File: config.mk
export PLATFORM = sky130hd
export DESIGN_NAME = wb_copperv_bus
export DESIGN_NICKNAME = d
export VERILOG_FILES = /design/src/logic/copperv_bus_pkg.sv /design/src/logic/wb_arbiter.sv /design/src/logic/wb_copperv_bus.sv /design/src/logic/wb_read_adapter.sv /design/src/logic/wb_write_adapter.sv
export VERILOG_INCLUDE_DIRS = /design/src /design/src/logic
export SDC_FILE = /design/constraint.sdc
export NUM_CORES = 1
export LEC_CHECK = 0
export BUFFER_PORTS_ARGS = -buffer_cell sky130_fd_sc_hd__buf_2
export CAP_MARGIN = 25
export CORE_MARGIN = 3
export CORE_UTILIZATION = 26
export DETAILED_ROUTE_END_ITERATION = 16
export GPL_TIMING_DRIVEN = 0
export PLACE_DENSITY = 0.58
export SYNTH_ARGS = -nofsm -noshare
export SYNTH_HDL_FRONTEND = slang
export SYNTH_SLANG_ARGS = --single-unit
File: constraint.sdc
create_clock -name i_clock -period 2.5 [get_ports i_clock]
set_input_delay 0.125 -clock i_clock [delete_from_list [all_inputs] [get_ports i_clock]]
set_output_delay 0.125 -clock i_clock [all_outputs]
set_load 0.05 [all_outputs]
File: src/logic/copperv_bus_defs.svh
`ifndef COPPERV_BUS_DEFS_SVH
`define COPPERV_BUS_DEFS_SVH

// widths of the core channels and the shared wishbone port.
`define COPPERV_ADDR_WIDTH   32
`define COPPERV_DATA_WIDTH   32

// one byte enable per data byte.
`define COPPERV_STROBE_WIDTH (`COPPERV_DATA_WIDTH / 8)

// data write, data read and instruction read.
`define COPPERV_MASTERS      3

`endif

File: src/logic/copperv_bus_pkg.sv
`default_nettype none

package copperv_bus_pkg;

    // response of the data write channel.
    typedef enum logic {
        RESP_OK  = 1'b0,
        RESP_ERR = 1'b1
    } bus_resp_t;

    // read adapter.
    typedef enum logic [1:0] {
        RD_IDLE = 2'd0,
        RD_BUS  = 2'd1,
        RD_DATA = 2'd2
    } rd_state_t;

    // write adapter.
    typedef enum logic [1:0] {
        WR_IDLE = 2'd0,
        WR_BUS  = 2'd1,
        WR_RESP = 2'd2
    } wr_state_t;

endpackage

`default_nettype wire

File: src/logic/wb_arbiter.sv
`timescale 1ns/1ps
`default_nettype none
`include "copperv_bus_defs.svh"

module wb_arbiter #(
    parameter int p_masters = `COPPERV_MASTERS
) (
    input  wire                                             i_clock,
    input  wire                                             i_rst_n,
    input  wire  [p_masters-1:0][`COPPERV_ADDR_WIDTH-1:0]   i_m_adr,
    input  wire  [p_masters-1:0][`COPPERV_DATA_WIDTH-1:0]   i_m_datwr,
    input  wire  [p_masters-1:0]                            i_m_we,
    input  wire  [p_masters-1:0]                            i_m_stb,
    input  wire  [p_masters-1:0]                            i_m_cyc,
    input  wire  [p_masters-1:0][`COPPERV_STROBE_WIDTH-1:0] i_m_sel,
    output logic [p_masters-1:0]                            o_m_ack,
    output logic [p_masters-1:0]                            o_m_err,
    output logic [`COPPERV_ADDR_WIDTH-1:0]                  o_wb_adr,
    output logic [`COPPERV_DATA_WIDTH-1:0]                  o_wb_datwr,
    output logic                                            o_wb_we,
    output logic                                            o_wb_stb,
    output logic                                            o_wb_cyc,
    output logic [`COPPERV_STROBE_WIDTH-1:0]                o_wb_sel,
    input  wire                                             i_wb_ack,
    input  wire                                             i_wb_err
);

    localparam int c_idx_width = $clog2(p_masters);

    logic                   busy_q;
    logic [c_idx_width-1:0] owner_q;
    logic                   owner_active;
    logic [c_idx_width-1:0] pick;
    logic                   pick_valid;
    logic [c_idx_width-1:0] grant;
    logic                   grant_valid;

    // lowest index wins, so scan from the top and let later hits overwrite.
    always_comb begin
        pick       = '0;
        pick_valid = 1'b0;
        for (int m = p_masters - 1; m >= 0; m--) begin
            if (i_m_cyc[m]) begin
                pick       = c_idx_width'(m);
                pick_valid = 1'b1;
            end
        end
    end

    // the owner holds the port until it drops cyc.
    assign owner_active = busy_q && i_m_cyc[owner_q];
    assign grant        = owner_active ? owner_q : pick;
    assign grant_valid  = owner_active || pick_valid;

    always_ff @(posedge i_clock or negedge i_rst_n) begin
        if (!i_rst_n) begin
            busy_q  <= 1'b0;
            owner_q <= '0;
        end else begin
            busy_q  <= grant_valid;
            owner_q <= grant;
        end
    end

    always_comb begin
        o_wb_adr   = '0;
        o_wb_datwr = '0;
        o_wb_we    = 1'b0;
        o_wb_stb   = 1'b0;
        o_wb_cyc   = 1'b0;
        o_wb_sel   = '0;
        if (grant_valid) begin
            o_wb_adr   = i_m_adr[grant];
            o_wb_datwr = i_m_datwr[grant];
            o_wb_we    = i_m_we[grant];
            o_wb_stb   = i_m_stb[grant];
            o_wb_cyc   = i_m_cyc[grant];
            o_wb_sel   = i_m_sel[grant];
        end
    end

    // masters that are not granted keep waiting with cyc high.
    always_comb begin
        for (int m = 0; m < p_masters; m++) begin
            o_m_ack[m] = grant_valid && (grant == c_idx_width'(m)) && i_wb_ack;
            o_m_err[m] = grant_valid && (grant == c_idx_width'(m)) && i_wb_err;
        end
    end

endmodule

`default_nettype wire

File: src/logic/wb_copperv_bus.sv
`timescale 1ns/1ps
`default_nettype none
`include "copperv_bus_defs.svh"

module wb_copperv_bus (
    input  wire                              i_clock,
    input  wire                              i_rst_n,
    input  wire                              i_ir_addr_valid,
    output logic                             o_ir_addr_ready,
    input  wire  [`COPPERV_ADDR_WIDTH-1:0]   i_ir_addr,
    output logic                             o_ir_data_valid,
    input  wire                              i_ir_data_ready,
    output logic [`COPPERV_DATA_WIDTH-1:0]   o_ir_data,
    input  wire                              i_dr_addr_valid,
    output logic                             o_dr_addr_ready,
    input  wire  [`COPPERV_ADDR_WIDTH-1:0]   i_dr_addr,
    output logic                             o_dr_data_valid,
    input  wire                              i_dr_data_ready,
    output logic [`COPPERV_DATA_WIDTH-1:0]   o_dr_data,
    input  wire                              i_dw_data_addr_valid,
    output logic                             o_dw_data_addr_ready,
    input  wire  [`COPPERV_DATA_WIDTH-1:0]   i_dw_data,
    input  wire  [`COPPERV_ADDR_WIDTH-1:0]   i_dw_addr,
    input  wire  [`COPPERV_STROBE_WIDTH-1:0] i_dw_strobe,
    output logic                             o_dw_resp_valid,
    input  wire                              i_dw_resp_ready,
    output copperv_bus_pkg::bus_resp_t       o_dw_resp,
    output logic [`COPPERV_ADDR_WIDTH-1:0]   o_wb_adr,
    output logic [`COPPERV_DATA_WIDTH-1:0]   o_wb_datwr,
    input  wire  [`COPPERV_DATA_WIDTH-1:0]   i_wb_datrd,
    output logic                             o_wb_we,
    output logic                             o_wb_stb,
    input  wire                              i_wb_ack,
    input  wire                              i_wb_err,
    output logic                             o_wb_cyc,
    output logic [`COPPERV_STROBE_WIDTH-1:0] o_wb_sel
);

    logic [`COPPERV_ADDR_WIDTH-1:0]   dw_wb_adr;
    logic [`COPPERV_DATA_WIDTH-1:0]   dw_wb_datwr;
    logic                             dw_wb_we;
    logic                             dw_wb_stb;
    logic                             dw_wb_cyc;
    logic [`COPPERV_STROBE_WIDTH-1:0] dw_wb_sel;

    logic [`COPPERV_ADDR_WIDTH-1:0]   dr_wb_adr;
    logic                             dr_wb_stb;
    logic                             dr_wb_cyc;
    logic [`COPPERV_STROBE_WIDTH-1:0] dr_wb_sel;

    logic [`COPPERV_ADDR_WIDTH-1:0]   ir_wb_adr;
    logic                             ir_wb_stb;
    logic                             ir_wb_cyc;
    logic [`COPPERV_STROBE_WIDTH-1:0] ir_wb_sel;

    // read masters never write.
    logic [`COPPERV_DATA_WIDTH-1:0]   rd_wb_datwr;
    logic                             rd_wb_we;

    logic [`COPPERV_MASTERS-1:0]      m_ack;
    logic [`COPPERV_MASTERS-1:0]      m_err;

    assign rd_wb_datwr = '0;
    assign rd_wb_we    = 1'b0;

    wb_write_adapter u_dw_adapter (
        .i_clock           (i_clock),
        .i_rst_n           (i_rst_n),
        .i_data_addr_valid (i_dw_data_addr_valid),
        .o_data_addr_ready (o_dw_data_addr_ready),
        .i_data            (i_dw_data),
        .i_addr            (i_dw_addr),
        .i_strobe          (i_dw_strobe),
        .o_resp_valid      (o_dw_resp_valid),
        .i_resp_ready      (i_dw_resp_ready),
        .o_resp            (o_dw_resp),
        .o_wb_adr          (dw_wb_adr),
        .o_wb_datwr        (dw_wb_datwr),
        .o_wb_we           (dw_wb_we),
        .o_wb_stb          (dw_wb_stb),
        .o_wb_cyc          (dw_wb_cyc),
        .o_wb_sel          (dw_wb_sel),
        .i_wb_ack          (m_ack[0]),
        .i_wb_err          (m_err[0])
    );

    wb_read_adapter u_dr_adapter (
        .i_clock      (i_clock),
        .i_rst_n      (i_rst_n),
        .i_addr_valid (i_dr_addr_valid),
        .o_addr_ready (o_dr_addr_ready),
        .i_addr       (i_dr_addr),
        .o_data_valid (o_dr_data_valid),
        .i_data_ready (i_dr_data_ready),
        .o_data       (o_dr_data),
        .o_wb_adr     (dr_wb_adr),
        .o_wb_stb     (dr_wb_stb),
        .o_wb_cyc     (dr_wb_cyc),
        .o_wb_sel     (dr_wb_sel),
        .i_wb_datrd   (i_wb_datrd),
        .i_wb_ack     (m_ack[1]),
        .i_wb_err     (m_err[1])
    );

    wb_read_adapter u_ir_adapter (
        .i_clock      (i_clock),
        .i_rst_n      (i_rst_n),
        .i_addr_valid (i_ir_addr_valid),
        .o_addr_ready (o_ir_addr_ready),
        .i_addr       (i_ir_addr),
        .o_data_valid (o_ir_data_valid),
        .i_data_ready (i_ir_data_ready),
        .o_data       (o_ir_data),
        .o_wb_adr     (ir_wb_adr),
        .o_wb_stb     (ir_wb_stb),
        .o_wb_cyc     (ir_wb_cyc),
        .o_wb_sel     (ir_wb_sel),
        .i_wb_datrd   (i_wb_datrd),
        .i_wb_ack     (m_ack[2]),
        .i_wb_err     (m_err[2])
    );

    // index 0 is the data write and has the highest priority.
    wb_arbiter #(
        .p_masters (`COPPERV_MASTERS)
    ) u_arbiter (
        .i_clock    (i_clock),
        .i_rst_n    (i_rst_n),
        .i_m_adr    ({ir_wb_adr, dr_wb_adr, dw_wb_adr}),
        .i_m_datwr  ({rd_wb_datwr, rd_wb_datwr, dw_wb_datwr}),
        .i_m_we     ({rd_wb_we, rd_wb_we, dw_wb_we}),
        .i_m_stb    ({ir_wb_stb, dr_wb_stb, dw_wb_stb}),
        .i_m_cyc    ({ir_wb_cyc, dr_wb_cyc, dw_wb_cyc}),
        .i_m_sel    ({ir_wb_sel, dr_wb_sel, dw_wb_sel}),
        .o_m_ack    (m_ack),
        .o_m_err    (m_err),
        .o_wb_adr   (o_wb_adr),
        .o_wb_datwr (o_wb_datwr),
        .o_wb_we    (o_wb_we),
        .o_wb_stb   (o_wb_stb),
        .o_wb_cyc   (o_wb_cyc),
        .o_wb_sel   (o_wb_sel),
        .i_wb_ack   (i_wb_ack),
        .i_wb_err   (i_wb_err)
    );

endmodule

`default_nettype wire

File: src/logic/wb_read_adapter.sv
`timescale 1ns/1ps
`default_nettype none
`include "copperv_bus_defs.svh"

module wb_read_adapter (
    input  wire                              i_clock,
    input  wire                              i_rst_n,
    input  wire                              i_addr_valid,
    output logic                             o_addr_ready,
    input  wire  [`COPPERV_ADDR_WIDTH-1:0]   i_addr,
    output logic                             o_data_valid,
    input  wire                              i_data_ready,
    output logic [`COPPERV_DATA_WIDTH-1:0]   o_data,
    output logic [`COPPERV_ADDR_WIDTH-1:0]   o_wb_adr,
    output logic                             o_wb_stb,
    output logic                             o_wb_cyc,
    output logic [`COPPERV_STROBE_WIDTH-1:0] o_wb_sel,
    input  wire  [`COPPERV_DATA_WIDTH-1:0]   i_wb_datrd,
    input  wire                              i_wb_ack,
    input  wire                              i_wb_err
);

    copperv_bus_pkg::rd_state_t    state_q;
    copperv_bus_pkg::rd_state_t    state_d;
    logic [`COPPERV_ADDR_WIDTH-1:0] addr_q;
    logic [`COPPERV_DATA_WIDTH-1:0] data_q;
    logic                           bus_done;

    // an error ends the cycle just like an ack.
    assign bus_done = i_wb_ack || i_wb_err;

    always_comb begin
        state_d = state_q;
        case (state_q)
            copperv_bus_pkg::RD_IDLE: begin
                if (i_addr_valid) begin
                    state_d = copperv_bus_pkg::RD_BUS;
                end
            end
            copperv_bus_pkg::RD_BUS: begin
                if (bus_done) begin
                    state_d = copperv_bus_pkg::RD_DATA;
                end
            end
            copperv_bus_pkg::RD_DATA: begin
                if (i_data_ready) begin
                    state_d = copperv_bus_pkg::RD_IDLE;
                end
            end
            default: begin
                state_d = copperv_bus_pkg::RD_IDLE;
            end
        endcase
    end

    always_ff @(posedge i_clock or negedge i_rst_n) begin
        if (!i_rst_n) begin
            state_q <= copperv_bus_pkg::RD_IDLE;
        end else begin
            state_q <= state_d;
        end
    end

    always_ff @(posedge i_clock) begin
        if (o_addr_ready && i_addr_valid) begin
            addr_q <= i_addr;
        end
        if (o_wb_cyc && bus_done) begin
            data_q <= i_wb_datrd;
        end
    end

    assign o_addr_ready = (state_q == copperv_bus_pkg::RD_IDLE);
    assign o_data_valid = (state_q == copperv_bus_pkg::RD_DATA);
    assign o_data       = data_q;

    // reads always fetch the whole word.
    assign o_wb_cyc = (state_q == copperv_bus_pkg::RD_BUS);
    assign o_wb_stb = o_wb_cyc;
    assign o_wb_adr = addr_q;
    assign o_wb_sel = {`COPPERV_STROBE_WIDTH{o_wb_cyc}};

endmodule

`default_nettype wire

File: src/logic/wb_write_adapter.sv
`timescale 1ns/1ps
`default_nettype none
`include "copperv_bus_defs.svh"

module wb_write_adapter (
    input  wire                              i_clock,
    input  wire                              i_rst_n,
    input  wire                              i_data_addr_valid,
    output logic                             o_data_addr_ready,
    input  wire  [`COPPERV_DATA_WIDTH-1:0]   i_data,
    input  wire  [`COPPERV_ADDR_WIDTH-1:0]   i_addr,
    input  wire  [`COPPERV_STROBE_WIDTH-1:0] i_strobe,
    output logic                             o_resp_valid,
    input  wire                              i_resp_ready,
    output copperv_bus_pkg::bus_resp_t       o_resp,
    output logic [`COPPERV_ADDR_WIDTH-1:0]   o_wb_adr,
    output logic [`COPPERV_DATA_WIDTH-1:0]   o_wb_datwr,
    output logic                             o_wb_we,
    output logic                             o_wb_stb,
    output logic                             o_wb_cyc,
    output logic [`COPPERV_STROBE_WIDTH-1:0] o_wb_sel,
    input  wire                              i_wb_ack,
    input  wire                              i_wb_err
);

    copperv_bus_pkg::wr_state_t       state_q;
    copperv_bus_pkg::wr_state_t       state_d;
    copperv_bus_pkg::bus_resp_t       resp_q;
    logic [`COPPERV_ADDR_WIDTH-1:0]   addr_q;
    logic [`COPPERV_DATA_WIDTH-1:0]   data_q;
    logic [`COPPERV_STROBE_WIDTH-1:0] strobe_q;
    logic                             bus_done;

    assign bus_done = i_wb_ack || i_wb_err;

    always_comb begin
        state_d = state_q;
        case (state_q)
            copperv_bus_pkg::WR_IDLE: begin
                if (i_data_addr_valid) begin
                    state_d = copperv_bus_pkg::WR_BUS;
                end
            end
            copperv_bus_pkg::WR_BUS: begin
                if (bus_done) begin
                    state_d = copperv_bus_pkg::WR_RESP;
                end
            end
            copperv_bus_pkg::WR_RESP: begin
                if (i_resp_ready) begin
                    state_d = copperv_bus_pkg::WR_IDLE;
                end
            end
            default: begin
                state_d = copperv_bus_pkg::WR_IDLE;
            end
        endcase
    end

    always_ff @(posedge i_clock or negedge i_rst_n) begin
        if (!i_rst_n) begin
            state_q <= copperv_bus_pkg::WR_IDLE;
        end else begin
            state_q <= state_d;
        end
    end

    always_ff @(posedge i_clock) begin
        if (o_data_addr_ready && i_data_addr_valid) begin
            addr_q   <= i_addr;
            data_q   <= i_data;
            strobe_q <= i_strobe;
        end
        // err takes precedence if a slave ever raises both.
        if (o_wb_cyc && bus_done) begin
            resp_q <= i_wb_err ? copperv_bus_pkg::RESP_ERR : copperv_bus_pkg::RESP_OK;
        end
    end

    assign o_data_addr_ready = (state_q == copperv_bus_pkg::WR_IDLE);
    assign o_resp_valid      = (state_q == copperv_bus_pkg::WR_RESP);
    assign o_resp            = resp_q;

    assign o_wb_cyc   = (state_q == copperv_bus_pkg::WR_BUS);
    assign o_wb_stb   = o_wb_cyc;
    assign o_wb_we    = o_wb_cyc;
    assign o_wb_adr   = addr_q;
    assign o_wb_datwr = data_q;
    assign o_wb_sel   = o_wb_cyc ? strobe_q : '0;

endmodule

`default_nettype wire

==> impl_metrics.env <==
export IMPL_root_buffer="clkbuf_16"
export IMPL_drc=0
export IMPL_tightest_slew_ps=991.4
export IMPL_seq_area_frac_synth=0.8150
export IMPL_ios=316
export IMPL_ys_ff_latch=206
export IMPL_p_sw_frac=0.4714
export IMPL_period_share=0.9763
export IMPL_dp_cells=1135
export IMPL_antenna_found_initial=0
export IMPL_die_height_um=176.2
export IMPL_grt_max_degree=69
export IMPL_cts_sinks=206
export IMPL_io_buffers=315
export IMPL_hold_class="in2async"
export IMPL_drt_iter0_markers=363
export IMPL_slowest_stage="dfrtp_1"
export IMPL_worstPathArrival_ps=2320
export IMPL_hold_viol=0
export IMPL_start_util=0.2675
export IMPL_grt_pass1_vias=6557
export IMPL_gr_total_overflow=0
export IMPL_required_ps=2380
export IMPL_cts_buffers=24
export IMPL_grt_pass1_wl_um=37760
export IMPL_routedWlPerCell_um=18.57
export IMPL_routed_wl_um=25280
export IMPL_synth_fp_nets=615
export IMPL_finClkSkew_ps=13.72
export IMPL_worst_setup_path_type="reg2out"
export IMPL_syn2layout_area_growth_pct=64.28
export IMPL_status="complete, no violations"
export IMPL_drt_first_pass_iters=5
export IMPL_cts_htree_levels=1
export IMPL_hold_ws_ps=59.61
export IMPL_synth_cell_area_um2=7535
export IMPL_die_x_um=176.2
export IMPL_row_count=61
export IMPL_max_freq_mhz=409.7
export IMPL_cp_cell_sequence="nor2b_4 > buf_8 > o21ai_4 > buf_4 > nand3_1 > a31oi_1 > buf_4"
export IMPL_combPwrFrac=0.525
export IMPL_cpMostUsedCell="buf_4"
export IMPL_synthArstFlopShare=0.04369
export IMPL_layout_commonest_cell="buf_2"
export IMPL_clk_pin_slew_worst_paths_ps=60
export IMPL_max_cap_violations=0
export IMPL_synth_ff_type="edfxtp_1"
export IMPL_slew_viol_final=0
export IMPL_setup_worst_path_start_class="flip-flop"
export IMPL_endpoint_kind="output pin"
export IMPL_pwr_share_seq=0.287
export IMPL_p_per_area_nw_per_um2=1423
export IMPL_p_leak_nw=5.129
export IMPL_rsz0062_at_grt="true"
export IMPL_dieArea_um2=31060
export IMPL_final_cells=1361
export IMPL_place_gp_congestion=0.7655
export IMPL_worstPathMaxFanout=10
export IMPL_clock_latency_ps=520
export IMPL_vias=6009
export IMPL_track_usage=0.1575
export IMPL_placed_area_um2=9617
export IMPL_slowest_delay_ps=410
export IMPL_maxSlewHeadroom=0.3391
export IMPL_irDropWorstVdd_uv=796.8
export IMPL_p_clk_frac=0.188
export IMPL_ys_types=31
export IMPL_nets=1138
export IMPL_power_switching_mw=8.303
export IMPL_cts_max_path_buffers=3
export IMPL_fin_util=0.4395
export IMPL_synth_edf_count=197
export IMPL_ys_warn_count=0
export IMPL_drive_gt1_frac=0.4134
export IMPL_syn_avg_cell_area_um2=17.09
export IMPL_dp_hpwl_um=16300
export IMPL_fin_area_um2=12380
export IMPL_syn_inst=441
export IMPL_fin_crit_ps=2441
export IMPL_final_cell_mix="292 x buf_2, 197 x edfxtp_1, 170 x dlygate4sd3_1"
export IMPL_finalSetupViolCount=0
export IMPL_vias_per_cell=4.415
export IMPL_internal_power_mw=9.311
export IMPL_drtAntennaViolNets=0
export IMPL_core_area_um2=28160
export IMPL_cts_tree="built"
-- cell families (layout without fill, tap and decap cells) --
family | after synthesis | count (layout) | share of synthesized area
flip-flops | 206 | 206 | 0.8150
AND/OR/NAND/NOR | 149 | 149 | 0.1116
AO/OA/AOI/OAI | 46 | 46 | 0.04633
buffers and inverters | 40 | 581 | 0.02707
other | 0 | 1 | 0
-- power groups by stage --
stage               Clock (mW)  Combinational [mW]  Sequential (mW)
floorplan                    0                5.08             6.01
global placement             0                8.22             5.11
detailed placement           0                8.29             5.11
CTS                       3.38                8.90             5.05
global route              3.53                9.70             5.12
finish                    3.31                9.26             5.05
-- cells in the mapped netlist, types with 4 or more instances --
cell type | count | area share
a221o_1 | 4 | 0.0053
dfrtp_1 | 9 | 0.030
and2_1 | 6 | 0.0050
and3_1 | 38 | 0.032
nand3_1 | 86 | 0.057
inv_1 | 8 | 0.0040
a31oi_1 | 28 | 0.023
nor2_1 | 5 | 0.0025
edfxtp_1 | 197 | 0.79
buf_2 | 13 | 0.0086
clkbuf_1 | 9 | 0.0045
buf_4 | 4 | 0.0040
o21a_1 | 4 | 0.0040
-- timing repair --
action,in CTS,in global routing
hold buffers,170,0
buffers inserted,7,4
gates cloned,0,0
pin swaps,1,5
setup endpoints to repair,93,56
hold endpoints to repair,210,0
resized for setup,33,49
-- cell type report --
| cell class | instances | area [um^2] |
|---|---|---|
| fillers | 2480 | 15790 |
| inverters | 8 | 33.78 |
| well taps | 378 | 473.0 |
| plain buffers | 32 | 235.2 |
| flip-flops and latches | 206 | 6141 |
| clock buffers | 33 | 644.4 |
| repair buffers | 497 | 3528 |
| multi-input cells | 195 | 1220 |
| clock inverters | 11 | 100.1 |
| diodes | 1 | 2.502 |
-- worst max-delay path: cells and delay by family (launching register included) --
family / cells / cell delay, ps
buffers and inverters: 3 / 630
DFF: 1 / 410
AOI/OAI and AO/OA: 2 / 480
and+or+nand+nor: 2 / 270
-- registers in the layout, indices dropped and copies added, names as in the netlist --
name                     flops
u_ir_adapter.state_q         2
u_dw_adapter.strobe_q        4
u_dw_adapter.o_wb_adr       32
u_dr_adapter.state_q         2
u_dr_adapter.o_wb_adr       32
u_ir_adapter.o_data         32
u_dw_adapter.state_q         2
u_dr_adapter.o_data         32
u_dw_adapter.o_resp          1
u_dw_adapter.o_wb_datwr     32
u_ir_adapter.o_wb_adr       32
u_arbiter.owner_q            2
u_arbiter.busy_q             1
-- final timing paths --
| path | to | slack (ps) | cells after the start | from |
|---|---|---|---|---|
| max | o_wb_adr[25] | 60 | 7 | u_dw_adapter.state_q[0]$_DFFE_PN0P_ |
| min | u_dw_adapter.state_q[1]$_DFFE_PN0P_ | 60 | 2 | i_rst_n |
| max reg2reg | u_dr_adapter.o_data[5]$_DFFE_PP_ | 300 | 5 | u_dr_adapter.state_q[1]$_DFFE_PN0P_ |
| min reg2reg | u_dw_adapter.state_q[0]$_DFFE_PN0P_ | 540 | 1 | u_dw_adapter.state_q[1]$_DFFE_PN0P_ |
| max in group asynchronous | u_arbiter.owner_q[0]$_DFF_PN0_ | 2230 | 2 | i_rst_n |
| min in group i_clock | u_dr_adapter.state_q[1]$_DFFE_PN0P_ | 160 | 5 | i_wb_ack |
-- per-layer routing --
metal,GRT usage,up-vias,wire [um]
li1,-,2778,-
met1,0.1864,2892,9683
met2,0.2787,283,12810
met3,0.04022,56,1977
met4,0.05246,0,807
met5,0,-,0
-- per-stage QoR --
step                      TNS, ps  power (mW)  setup WS, ps
after global routing       -352.9       18.35        -45.94
after detailed placement    -6843       13.40        -298.5
final                           0       17.61         59.27
after floorplan                 0       11.09         98.45
after global placement     -23160       13.33        -502.0
after CTS                       0       17.33         2.520
Power figures use the tool's default switching activity.
